[config.mk]
export PLATFORM = sky130hd
export DESIGN_NAME = core_frontend
export DESIGN_NICKNAME = d
export VERILOG_FILES = /design/src/verilog/frontend_pkg.sv /design/src/verilog/fetch_wr_if.sv /design/src/verilog/fetch_pc_gen.sv /design/src/verilog/inst_queue.sv /design/src/verilog/decode_lane.sv /design/src/verilog/dispatch_buf.sv /design/src/verilog/core_frontend.sv
export SDC_FILE = /design/constraint.sdc
export NUM_CORES = 2
export LEC_CHECK = 0
export ABC_CLOCK_PERIOD_IN_PS = 25800
export BUFFER_PORTS_ARGS = -buffer_cell sky130_fd_sc_hd__buf_2
export CAP_MARGIN = 15
export CELL_PAD_IN_SITES_DETAIL_PLACEMENT = 0
export CELL_PAD_IN_SITES_GLOBAL_PLACEMENT = 1
export CORE_UTILIZATION = 50
export DETAILED_ROUTE_END_ITERATION = 10
export PLACE_DENSITY_LB_ADDON = 0.25
export REMOVE_ABC_BUFFERS = 1
export SLEW_MARGIN = 20
export SYNTH_ARGS = -nofsm -noshare
export SYNTH_HDL_FRONTEND = slang
export SYNTH_HIERARCHICAL = 1
export SYNTH_SLANG_ARGS = --single-unit
export TNS_END_PERCENT = 100
[constraint.sdc]
create_clock -name clk -period 25.8 [get_ports clk]
set_input_delay 5.16 -clock clk [delete_from_list [all_inputs] [get_ports clk]]
set_output_delay 5.16 -clock clk [all_outputs]
set_load 0.1 [all_outputs]
[src/verilog/frontend_pkg.sv]
package frontend_pkg;

  // Fetch
  localparam logic [31:0] RESET_PC = 32'h1c00_0000;
  localparam int unsigned QUEUE_DEPTH = 16;

  // Register-select codes per read and write port
  localparam logic [1:0] R0_NONE = 2'd0;
  localparam logic [1:0] R0_RK   = 2'd1;
  localparam logic [1:0] R0_RD   = 2'd2;

  localparam logic [1:0] R1_NONE = 2'd0;
  localparam logic [1:0] R1_RJ   = 2'd1;

  localparam logic [1:0] W_NONE  = 2'd0;
  localparam logic [1:0] W_RD    = 2'd1;
  localparam logic [1:0] W_LINK  = 2'd2;

  // One fetched word and its address
  typedef struct packed {
    logic [31:0] pc;
    logic [31:0] inst;
  } fetch_entry_t;

  // Taken from inst[31:30]
  typedef enum logic [1:0] {
    CLS_ALU_RR = 2'b00,
    CLS_ALU_RI = 2'b01,
    CLS_STORE  = 2'b10,
    CLS_BRANCH = 2'b11
  } inst_class_t;

  typedef struct packed {
    logic [31:0] pc;
    inst_class_t cls;
    logic        is_link;
    logic [4:0]  r_reg0;
    logic [4:0]  r_reg1;
    logic [4:0]  w_reg;
    logic [25:0] imm;
  } decoded_inst_t;

endpackage

[src/verilog/fetch_wr_if.sv]
`timescale 1ns/1ps

interface fetch_wr_if import frontend_pkg::*; ();

  logic               valid;
  logic [1:0]         num;
  // Entry 0 is first in program order
  fetch_entry_t [1:0] data;
  logic               ready;

  modport producer (
    output valid,
    output num,
    output data,
    input  ready
  );

  modport queue (
    input  valid,
    input  num,
    input  data,
    output ready
  );

endinterface

[src/verilog/fetch_pc_gen.sv]
`timescale 1ns/1ps

module fetch_pc_gen import frontend_pkg::*; (
  input  logic             clk,
  input  logic             rst_n,
  input  logic             redirect_i,
  input  logic [31:0]      redirect_pc_i,
  input  logic             wait_inst_i,
  input  logic             int_i,
  input  logic             imem_valid_i,
  input  logic [1:0][31:0] imem_data_i,
  output logic             imem_req_o,
  output logic [31:0]      imem_addr_o,
  fetch_wr_if.producer     wr
);

  logic [31:0]        fetch_pc;
  logic [31:0]        req_pc;
  logic               req_q;
  logic               pending;
  logic               stale;
  logic               idle_lock;
  logic               wr_valid;
  logic [1:0]         wr_num;
  fetch_entry_t [1:0] wr_data;
  logic               can_req;
  logic               resp_ok;

  // Room must already be reserved when a request leaves
  assign can_req = !pending && !wr_valid && wr.ready && !idle_lock && !redirect_i;
  assign resp_ok = imem_valid_i && pending && !stale && !redirect_i;

  assign imem_req_o  = req_q;
  assign imem_addr_o = {req_pc[31:3], 3'b000};

  assign wr.valid = wr_valid;
  assign wr.num   = wr_num;
  assign wr.data  = wr_data;

  always_ff @(posedge clk) begin
    if (!rst_n) begin
      fetch_pc  <= RESET_PC;
      req_q     <= 1'b0;
      pending   <= 1'b0;
      stale     <= 1'b0;
      idle_lock <= 1'b0;
      wr_valid  <= 1'b0;
    end else begin
      req_q    <= can_req;
      wr_valid <= resp_ok;
      if (wait_inst_i && !int_i) begin
        idle_lock <= 1'b1;
      end else if (int_i) begin
        idle_lock <= 1'b0;
      end
      if (redirect_i) begin
        fetch_pc <= redirect_pc_i;
        // In-flight response gets dropped on arrival
        pending  <= pending && !imem_valid_i;
        stale    <= pending && !imem_valid_i;
      end else if (pending && imem_valid_i) begin
        pending <= 1'b0;
        stale   <= 1'b0;
      end else if (can_req) begin
        pending  <= 1'b1;
        fetch_pc <= {fetch_pc[31:3], 3'b000} + 32'd8;
      end
    end
  end

  always_ff @(posedge clk) begin
    if (can_req) begin
      req_pc <= fetch_pc;
    end
    if (resp_ok) begin
      wr_data[1].pc   <= {req_pc[31:3], 3'b100};
      wr_data[1].inst <= imem_data_i[1];
      // Odd start keeps only the upper word
      if (req_pc[2]) begin
        wr_num          <= 2'd1;
        wr_data[0].pc   <= {req_pc[31:3], 3'b100};
        wr_data[0].inst <= imem_data_i[1];
      end else begin
        wr_num          <= 2'd2;
        wr_data[0].pc   <= {req_pc[31:3], 3'b000};
        wr_data[0].inst <= imem_data_i[0];
      end
    end
  end

endmodule

[src/verilog/inst_queue.sv]
`timescale 1ns/1ps

module inst_queue import frontend_pkg::*; #(
  parameter type         T     = fetch_entry_t,
  parameter int unsigned DEPTH = QUEUE_DEPTH
) (
  input  logic       clk,
  input  logic       rst_n,
  input  logic       flush_i,
  input  logic [1:0] read_num_i,
  fetch_wr_if.queue  wr,
  output logic [1:0] read_valid_o,
  output T [1:0]     read_data_o
);

  // DEPTH is a power of two so pointers wrap on their own
  typedef logic [$clog2(DEPTH)-1:0]   ptr_t;
  typedef logic [$clog2(DEPTH+1)-1:0] cnt_t;

  T     mem [DEPTH];
  ptr_t wr_ptr;
  ptr_t rd_ptr;
  cnt_t count;
  cnt_t wr_cnt;
  cnt_t rd_cnt;

  assign wr_cnt = wr.valid ? cnt_t'(wr.num) : '0;
  assign rd_cnt = cnt_t'(read_num_i);

  // Two free entries
  assign wr.ready = count <= cnt_t'(DEPTH - 2);

  assign read_valid_o[0] = count != '0;
  assign read_valid_o[1] = count > cnt_t'(1);
  assign read_data_o[0]  = mem[rd_ptr];
  assign read_data_o[1]  = mem[rd_ptr + ptr_t'(1)];

  always_ff @(posedge clk) begin
    if (wr.valid && !flush_i) begin
      if (wr.num != 2'd0) begin
        mem[wr_ptr] <= wr.data[0];
      end
      if (wr.num == 2'd2) begin
        mem[wr_ptr + ptr_t'(1)] <= wr.data[1];
      end
    end
  end

  always_ff @(posedge clk) begin
    if (!rst_n || flush_i) begin
      wr_ptr <= '0;
      rd_ptr <= '0;
      count  <= '0;
    end else begin
      wr_ptr <= wr_ptr + ptr_t'(wr_cnt);
      rd_ptr <= rd_ptr + ptr_t'(rd_cnt);
      count  <= count + wr_cnt - rd_cnt;
    end
  end

endmodule

[src/verilog/decode_lane.sv]
`timescale 1ns/1ps

module decode_lane import frontend_pkg::*; (
  input  fetch_entry_t  entry_i,
  output decoded_inst_t dec_o
);

  logic [31:0] inst;
  inst_class_t cls;
  logic        is_link;
  logic [1:0]  r0_sel;
  logic [1:0]  r1_sel;
  logic [1:0]  w_sel;
  logic [4:0]  r_reg0;
  logic [4:0]  r_reg1;
  logic [4:0]  w_reg;

  assign inst = entry_i.inst;
  assign cls  = inst_class_t'(inst[31:30]);

  // Port usage per class
  always_comb begin
    is_link = 1'b0;
    r0_sel  = R0_RD;
    r1_sel  = R1_RJ;
    w_sel   = W_NONE;
    case (cls)
      CLS_ALU_RR: begin
        r0_sel = R0_RK;
        w_sel  = W_RD;
      end
      CLS_ALU_RI: begin
        r0_sel = R0_NONE;
        w_sel  = W_RD;
      end
      CLS_BRANCH: begin
        if (inst[29]) begin
          is_link = 1'b1;
          r0_sel  = R0_NONE;
          r1_sel  = R1_NONE;
          w_sel   = W_LINK;
        end
      end
      default: begin
      end
    endcase
  end

  always_comb begin
    case (r0_sel)
      R0_RK:   r_reg0 = inst[14:10];
      R0_RD:   r_reg0 = inst[4:0];
      default: r_reg0 = '0;
    endcase
    case (r1_sel)
      R1_RJ:   r_reg1 = inst[9:5];
      default: r_reg1 = '0;
    endcase
    case (w_sel)
      W_RD:    w_reg = inst[4:0];
      // Link register is r1
      W_LINK:  w_reg = 5'd1;
      default: w_reg = '0;
    endcase
  end

  assign dec_o.pc      = entry_i.pc;
  assign dec_o.cls     = cls;
  assign dec_o.is_link = is_link;
  assign dec_o.r_reg0  = r_reg0;
  assign dec_o.r_reg1  = r_reg1;
  assign dec_o.w_reg   = w_reg;
  assign dec_o.imm     = inst[25:0];

endmodule

[src/verilog/dispatch_buf.sv]
`timescale 1ns/1ps

module dispatch_buf import frontend_pkg::*; (
  input  logic                clk,
  input  logic                rst_n,
  input  logic                flush_i,
  input  logic [1:0]          issue_i,
  input  logic [1:0]          lane_valid_i,
  input  decoded_inst_t [1:0] lane_dec_i,
  output logic [1:0]          read_num_o,
  output logic [1:0]          inst_valid_o,
  output decoded_inst_t [1:0] inst_o
);

  logic [1:0]          slot_valid;
  decoded_inst_t [1:0] slot;
  logic [1:0]          issued;
  logic [1:0]          have;
  logic [1:0]          keep;
  logic [1:0]          free;
  logic [1:0]          avail;
  logic [1:0]          take;
  logic [1:0]          nxt_valid;
  decoded_inst_t [1:0] nxt_slot;

  // Slot 1 only issues behind slot 0
  assign issued = (issue_i[0] && slot_valid[0]) ?
                  ((issue_i[1] && slot_valid[1]) ? 2'd2 : 2'd1) : 2'd0;
  assign have   = {1'b0, slot_valid[0]} + {1'b0, slot_valid[1]};
  assign keep   = have - issued;
  assign free   = 2'd2 - keep;
  assign avail  = {1'b0, lane_valid_i[0]} + {1'b0, lane_valid_i[1]};
  assign take   = (avail < free) ? avail : free;

  assign read_num_o   = take;
  assign inst_valid_o = slot_valid;
  assign inst_o       = slot;

  always_comb begin
    nxt_slot  = slot;
    nxt_valid = slot_valid;
    case (keep)
      2'd0: begin
        nxt_slot  = lane_dec_i;
        nxt_valid = (take == 2'd2) ? 2'b11 : {1'b0, take == 2'd1};
      end
      2'd1: begin
        // Leftover moves down, first lane entry fills behind it
        nxt_slot[0] = (issued == 2'd0) ? slot[0] : slot[1];
        nxt_slot[1] = lane_dec_i[0];
        nxt_valid   = (take != 2'd0) ? 2'b11 : 2'b01;
      end
      default: begin
      end
    endcase
  end

  always_ff @(posedge clk) begin
    slot <= nxt_slot;
  end

  always_ff @(posedge clk) begin
    if (!rst_n || flush_i) begin
      slot_valid <= 2'b00;
    end else begin
      slot_valid <= nxt_valid;
    end
  end

endmodule

[src/verilog/core_frontend.sv]
`timescale 1ns/1ps

module core_frontend import frontend_pkg::*; (
  input  logic                clk,
  input  logic                rst_n,
  // Instruction memory
  output logic                imem_req_o,
  output logic [31:0]         imem_addr_o,
  input  logic                imem_valid_i,
  input  logic [1:0][31:0]    imem_data_i,
  // Backend
  input  logic                redirect_i,
  input  logic [31:0]         redirect_pc_i,
  input  logic                wait_inst_i,
  input  logic                int_i,
  output logic [1:0]          inst_valid_o,
  output decoded_inst_t [1:0] inst_o,
  input  logic [1:0]          issue_i
);

  fetch_wr_if wr_if ();

  logic [1:0]          q_valid;
  fetch_entry_t [1:0]  q_data;
  logic [1:0]          read_num;
  decoded_inst_t [1:0] lane_dec;

  fetch_pc_gen u_pc_gen (
    .clk           (clk),
    .rst_n         (rst_n),
    .redirect_i    (redirect_i),
    .redirect_pc_i (redirect_pc_i),
    .wait_inst_i   (wait_inst_i),
    .int_i         (int_i),
    .imem_valid_i  (imem_valid_i),
    .imem_data_i   (imem_data_i),
    .imem_req_o    (imem_req_o),
    .imem_addr_o   (imem_addr_o),
    .wr            (wr_if)
  );

  inst_queue #(
    .T     (fetch_entry_t),
    .DEPTH (QUEUE_DEPTH)
  ) u_queue (
    .clk          (clk),
    .rst_n        (rst_n),
    .flush_i      (redirect_i),
    .read_num_i   (read_num),
    .wr           (wr_if),
    .read_valid_o (q_valid),
    .read_data_o  (q_data)
  );

  for (genvar p = 0; p < 2; p++) begin : g_lane
    decode_lane u_lane (
      .entry_i (q_data[p]),
      .dec_o   (lane_dec[p])
    );
  end

  dispatch_buf u_dispatch (
    .clk          (clk),
    .rst_n        (rst_n),
    .flush_i      (redirect_i),
    .issue_i      (issue_i),
    .lane_valid_i (q_valid),
    .lane_dec_i   (lane_dec),
    .read_num_o   (read_num),
    .inst_valid_o (inst_valid_o),
    .inst_o       (inst_o)
  );

endmodule

== Word-level counts from Yosys, hierarchy flattened ==
Memories as Yosys holds them, arrays and structs flattened. A register that Yosys moved wholly into a read port is not among the register bits.
Cells that the tools add are included.

* Add/sub/neg operators: 11
* $lt $le $gt $ge: 3
* Eq/ne operators: 20
* Mux-type cells: 50
* Reductions and logical operators: 37

{| class="wikitable"
|+ Operators with widths
! cell !! number
|-
| one-hot mux 152 bit (2 select lines) || 1
|-
| 2-to-1 mux 32 bit || 3
|-
| 2-to-1 mux 76 bit || 1
|-
| one-hot mux 5 bit (2 select lines) || 4
|-
| 2-to-1 mux 35 bit || 1
|-
| adder 32 x 4 -> 32 bit, second input constant || 1
|-
| 2-to-1 mux 2 bit || 13
|-
| equality test 2 x 1 -> 1 bit, second input constant || 10
|-
| 2-to-1 mux 1 bit || 19
|-
| equality test 2 bit, second input constant || 8
|-
| logical AND 1 bit || 12
|-
| one-hot mux 2 bit (2 select lines) || 3
|-
| one-hot mux 2 bit (3 select lines) || 2
|-
| nonzero test 2 bit || 6
|-
| 2-to-1 mux 5 bit || 2
|-
| adder 4 x 1 -> 4 bit, second input constant || 2
|-
| zero test 1 bit || 8
|-
| zero test 2 bit || 4
|-
| adder 5 bit || 1
|-
| greater-than comparator 5 x 1 -> 1 bit, second input constant || 1
|-
| <= comparator 5 x 4 -> 1 bit, second input constant || 1
|-
| nonzero test 5 bit || 1
|-
| subtractor 5 x 2 -> 5 bit || 1
|-
| adder 1 x 1 -> 2 bit || 2
|-
| other kinds (11) || 14
|}

* Flip-flop bits (word level): 363
* Memory bits (writable): 1024
* Bits of input ports: 104
* Output and inout bits: 187
* Word-level logic and storage cells: 152
* Memories: 1

{| class="wikitable"
|+ Memory list
! memory !! words !! width !! rd ports !! clocked after memory_dff !! write ports !! RTL line !! RTL
|-
| u_queue.mem || 16 || 64 || 2 || 1 || 2 || inst_queue.sv:20 || <nowiki>T mem [DEPTH];</nowiki>
|}

== Depth between registers and ports, before layout ==
* Depth after elaboration: 10
* Gate-level depth with buffers: 22
* Depth with buffers taken out: 22

== Hierarchy ==
The synthesis kept the hierarchy.

{| class="wikitable"
|+ By module, submodules not included
! module !! instances !! cells an instance !! area each (µm²) !! sequential area each (µm²)
|-
| inst_queue || 1 || 3847 || 60712.0 || 31009.7
|-
| dispatch_buf || 1 || 359 || 6701.4 || 4604.4
|-
| fetch_pc_gen || 1 || 494 || 6692.7 || 4454.3
|-
| decode_lane || 2 || 92 || 704.4 || 0.0
|}

== Least setup slack after synthesis ==
OpenSTA, ideal clock, no wires.

* Path kind: input -> register
* Start: input redirect_i
* End: register u_pc_gen.wr_data (netlist bit u_pc_gen/wr.data[0]) (enable)
* Library setup time: 0.667 ns
* Arrival time: 12.097 ns
* Data required time: 25.133 ns
* Slack: 13.037 ns
* Cell stages on the path: 3
* Buffers on the path: 2
* Path through: clkbuf_1 -> clkbuf_1 -> nor3_1

* Word-level cells in the longest chain between the ends: 2

{| class="wikitable"
|+ Ends and longest elaborated chain
! element !! RTL line !! RTL
|-
| start, declared || core_frontend.sv:12 || <nowiki>input logic redirect_i,</nowiki>
|-
| zero test 1 bit || fetch_pc_gen.sv:31 || <nowiki>assign resp_ok = imem_valid_i && pending && !stale && !redirect_i;</nowiki>
|-
| logical AND 1 bit || fetch_pc_gen.sv:31 ||
|-
| via u_pc_gen.resp_ok || fetch_pc_gen.sv:27 || <nowiki>logic resp_ok;</nowiki>
|-
| end, declared || fetch_pc_gen.sv:25 || <nowiki>fetch_entry_t [1:0] wr_data;</nowiki>
|}

The timed path passes the listed nets, and every way through them passes these cells.
A chain may end at the register's enable or synchronous reset.

== Final worst setup path ==
* Start: input issue_i[0]
* End: register u_dispatch.slot (netlist bit u_dispatch/inst_o[89]) (enable)

* Word-level cells in the longest chain between the ends: 5
* Elaborated cells between the ends (all ways): 6
* Classes of those cells: 1 x add/sub; 1 x eq/ne; 1 x mux; 3 x reduce/logical

{| class="wikitable"
|+ Ends and longest elaborated chain
! element !! RTL line !! RTL
|-
| start, declared || core_frontend.sv:18 || <nowiki>input logic [1:0] issue_i</nowiki>
|-
| logical AND 1 bit * || dispatch_buf.sv:27 || <nowiki>assign issued = (issue_i[0] && slot_valid[0]) ?</nowiki>
|-
| 2-to-1 mux 2 bit * || dispatch_buf.sv:27 ||
|-
| subtractor 2 bit * || dispatch_buf.sv:30 || <nowiki>assign keep = have - issued;</nowiki>
|-
| equality test 2 x 1 -> 1 bit / zero test 2 bit (equally long branches) || dispatch_buf.sv:42 || <nowiki>case (keep)</nowiki>
|-
| nonzero test 2 bit (no line) * || n/a ||
|-
| end signal, assigned || dispatch_buf.sv:59 || <nowiki>slot <= nxt_slot;</nowiki>
|-
| end, declared || dispatch_buf.sv:16 || <nowiki>decoded_inst_t [1:0] slot;</nowiki>
|}

Every way passes the cells marked *; elsewhere a longest branch is shown, timed or not.

==> flow_summary_export.csv <==
group,metric,value,unit
hold_path,beginning_of_the_worst_hold_path,"u_pc_gen/fetch_pc[2]$_SDFFE_PN0P_",
timing,setup_skew,0.02443,ns
layout,layout-drive-gt1-share,0.4620,
global_route,grt_pass1_vias,42770,
global_route,grt_pass1_wl,308.5,mm
critical_path,crit_path_max_incr_delay,0.77,ns
critical_path,critical_path.endpoint_type,"register",
critical_path,cp_cell_sequence,"buf_2 > nand2_1 > a21oi_1 > ha_1 > inv_1 > ha_1 > xnor2_1 > xnor2_1 > ha_4 > nor2_1 > inv_4 > buf_4",
layout,number_of_inserted_filler_cells_in_the_final_layout,11580,
route,ant_nets,0,
timing,slew_headroom,0.1954,
yosys,synthCells,4716,
route,count_of_vias_placed_by_the_detailed_router,43540,
timing,timing.final.hold_violations,0,
placed_design,place_worst_setup_slack,16.43,ns
layout,layout_commonest_cell,"edfxtp_1",
pwr,power_leakage,26.00,nW
route,wl_per_cell,33.09,um
placed_design,dp.final_hpwl,118.2,mm
clock_network,cts_sinks,1297,
layout,finalNetCount,4714,
clock_network,tritoncts.num_buffers,149,
pwr,ir_drop,0.0001494,V
hold_path,min_to,"u_pc_gen/req_pc[2]$_DFFE_PP_",
outcome,violations,"DRC",
global_route,grtUsageTotal,0.2952,
critical_path,cp_slowest_cell,"ha_4",
route,route.final.wire_length,218.6,mm
clock_network,post_cts_resized,0,
yosys,syn_area_per_cell,15.39,um^2
placed_design,numPlacedInstances,6332,
critical_path,timing.reg2reg.worst_path_depth,11,
route,drtPass1Iterations,9,
global_route,grt-ovfl-total,0,
timing,fmaxAchievable,116.8,MHz
clock_network,cts_max_level,4,
run,timing.max_cap.violations,0,
placed_design,routabilityCongestion,0.7989,
critical_path,critical_path_required,26.21,ns
route,remaining_drc_errors,54,
critical_path,timing.setup.critical_path_class,"input port to register",
die,die_area,146700,um^2
outcome,result_of_the_run,"finished with violations",
global_route,grt_start_max_net_pins,114,
critical_path,critical_path_arrival,8.97,ns
die,io_pins,291,
yosys,post_synth_design_cell_area,72600,um^2
clock_network,clock_tree.buffer_depth,3,
timing,drv_slew,0,
pwr,p_per_area,95.52,nW/um^2
timing,worst_slew_pin_slew,1.207,ns
timing,hold_ws,0.4279,ns
clock_network,clock_insertion_delay_worst_skew,0.80,ns
die,floorplan.die.width,383.0,um
route,first_iter_violations,4719,
clock_network,clk_pin_slew_worst_paths,0.06,ns
hold_path,hold_class,"register to register",
die,chipHeight,383.0,um
layout,most-common-layout-cells,"1247 x edfxtp_1, 1156 x mux2_2, 366 x mux4_2, 279 x buf_2, 255 x mux2i_1",
critical_path,crit_path_start_kind,"input port",
critical_path,worst_path_dominant_cell_family,"buffers and inverters",
critical_path,sum_of_buffers_and_inverters_on_the_critical_path,4,
route,route.detailed.vias_per_inst,6.592,
die,initial_core_util,0.5048,
yosys,synthesis_warnings,6,
die,num_rows,139,
timing,setup_tns,0,ns
clock_network,clock_tree_from_tritoncts,"yes",
critical_path,timing.critical_path.fanout_max,50,
timing,grt_setup_unrepaired,"false",
critical_path,r2r-start,"u_queue/rd_ptr[0]$_SDFF_PP0_",
layout,syn2layout_area_growth,8.100,%
clock_network,hold_buffers,0,
clock_network,cts_post_setup_buffers_inserted,0,
critical_path,critical_path_cell_count,12,
critical_path,rr_endpoint,"u_dispatch/inst_o[115]$_DFFE_PP_",
die,design.core.area,143800,um^2
placed_design,number_of_buffers_added_on_ports,279,
global_route,grt_antenna_before_repair,7,
timing,setup_viol_count_final,0,
layout,post_layout_nonfiller_instances,6606,
timing,post-route-min-period,8.565,ns
timing,final.period_utilization,0.3320,
clock_network,cts-root-buf,"clkbuf_16",
critical_path,reg2reg_setup_slack,20.42,ns
timing,finalWorstSetupSlack,17.23,ns
hold_path,hold-path-cell-count,0,
sequential cells by signal (all words and copies together) (netlist names), 2 cells and up:
name / cells
u_pc_gen/wr.num: 2
u_queue/rd_ptr: 4
u_pc_gen/wr.data: 87
u_pc_gen/req_pc: 30
u_dispatch/inst_valid_o: 2
u_dispatch/inst_o: 152
u_queue/count: 5
u_queue/mem: 976
u_queue/wr_ptr: 4
u_pc_gen/fetch_pc: 30
per-stage QoR:
stage,instance area (um^2),util,total power [mW]
after floorplan,68650,-,5.398
after global placement,73520,0.5111,5.369
after detailed placement,73540,0.5113,5.382
after CTS,78470,0.5456,7.544
after global routing,78470,0.5456,7.742
final,78480,0.5456,7.496
how the worst max path moves through the flow:
stage / slack (ns) / from / end
final: 17.23 / issue_i[0] / u_dispatch/inst_o[89]$_DFFE_PP_
after global routing: 17.07 / issue_i[0] / u_dispatch/inst_o[89]$_DFFE_PP_
after CTS: 17.25 / issue_i[0] / u_dispatch/inst_o[89]$_DFFE_PP_
after detailed placement: 16.43 / issue_i[0] / u_dispatch/inst_o[146]$_DFFE_PP_
after global placement: 16.45 / issue_i[0] / u_dispatch/inst_o[146]$_DFFE_PP_
after floorplan: -4.20 / u_queue/rd_ptr[0]$_SDFF_PP0_ / u_dispatch/inst_o[103]$_DFFE_PP_
where the power goes:
group	switching (mW)	leakage [nW]	total, mW	internal, mW
clock	0.868	2.41	2.16	1.29
sequential	0.130	11.9	2.68	2.55
combinational	1.81	11.7	2.65	0.840
total	2.81	26.0	7.50	4.68
layer usage:
metal | global-route usage | vias to the layer above | wire length, um
met1 | 0.4045 | 22610 | 88690
met5 | 0 | - | 30
li1 | - | 18400 | -
met4 | 0.09770 | 4 | 6847
met3 | 0.05505 | 408 | 19390
met2 | 0.4736 | 2116 | 103600
final cells by class:
| cell class | count | area [um^2] | area share |
|---|---|---|---|
| antenna | 4 | 10.01 | 0.0001275 |
| clock buffer | 192 | 4090 | 0.05212 |
| clock inverter | 78 | 834.6 | 0.01063 |
| inverter | 152 | 575.6 | 0.007334 |
| multi-input combinational | 2610 | 29980 | 0.3820 |
| sequential | 1297 | 38460 | 0.4901 |
| tap | 1903 | 2381 | 0.03034 |
| timing repair buffer | 370 | 2150 | 0.02739 |
No activity file was read; power rests on OpenSTA's default activity.
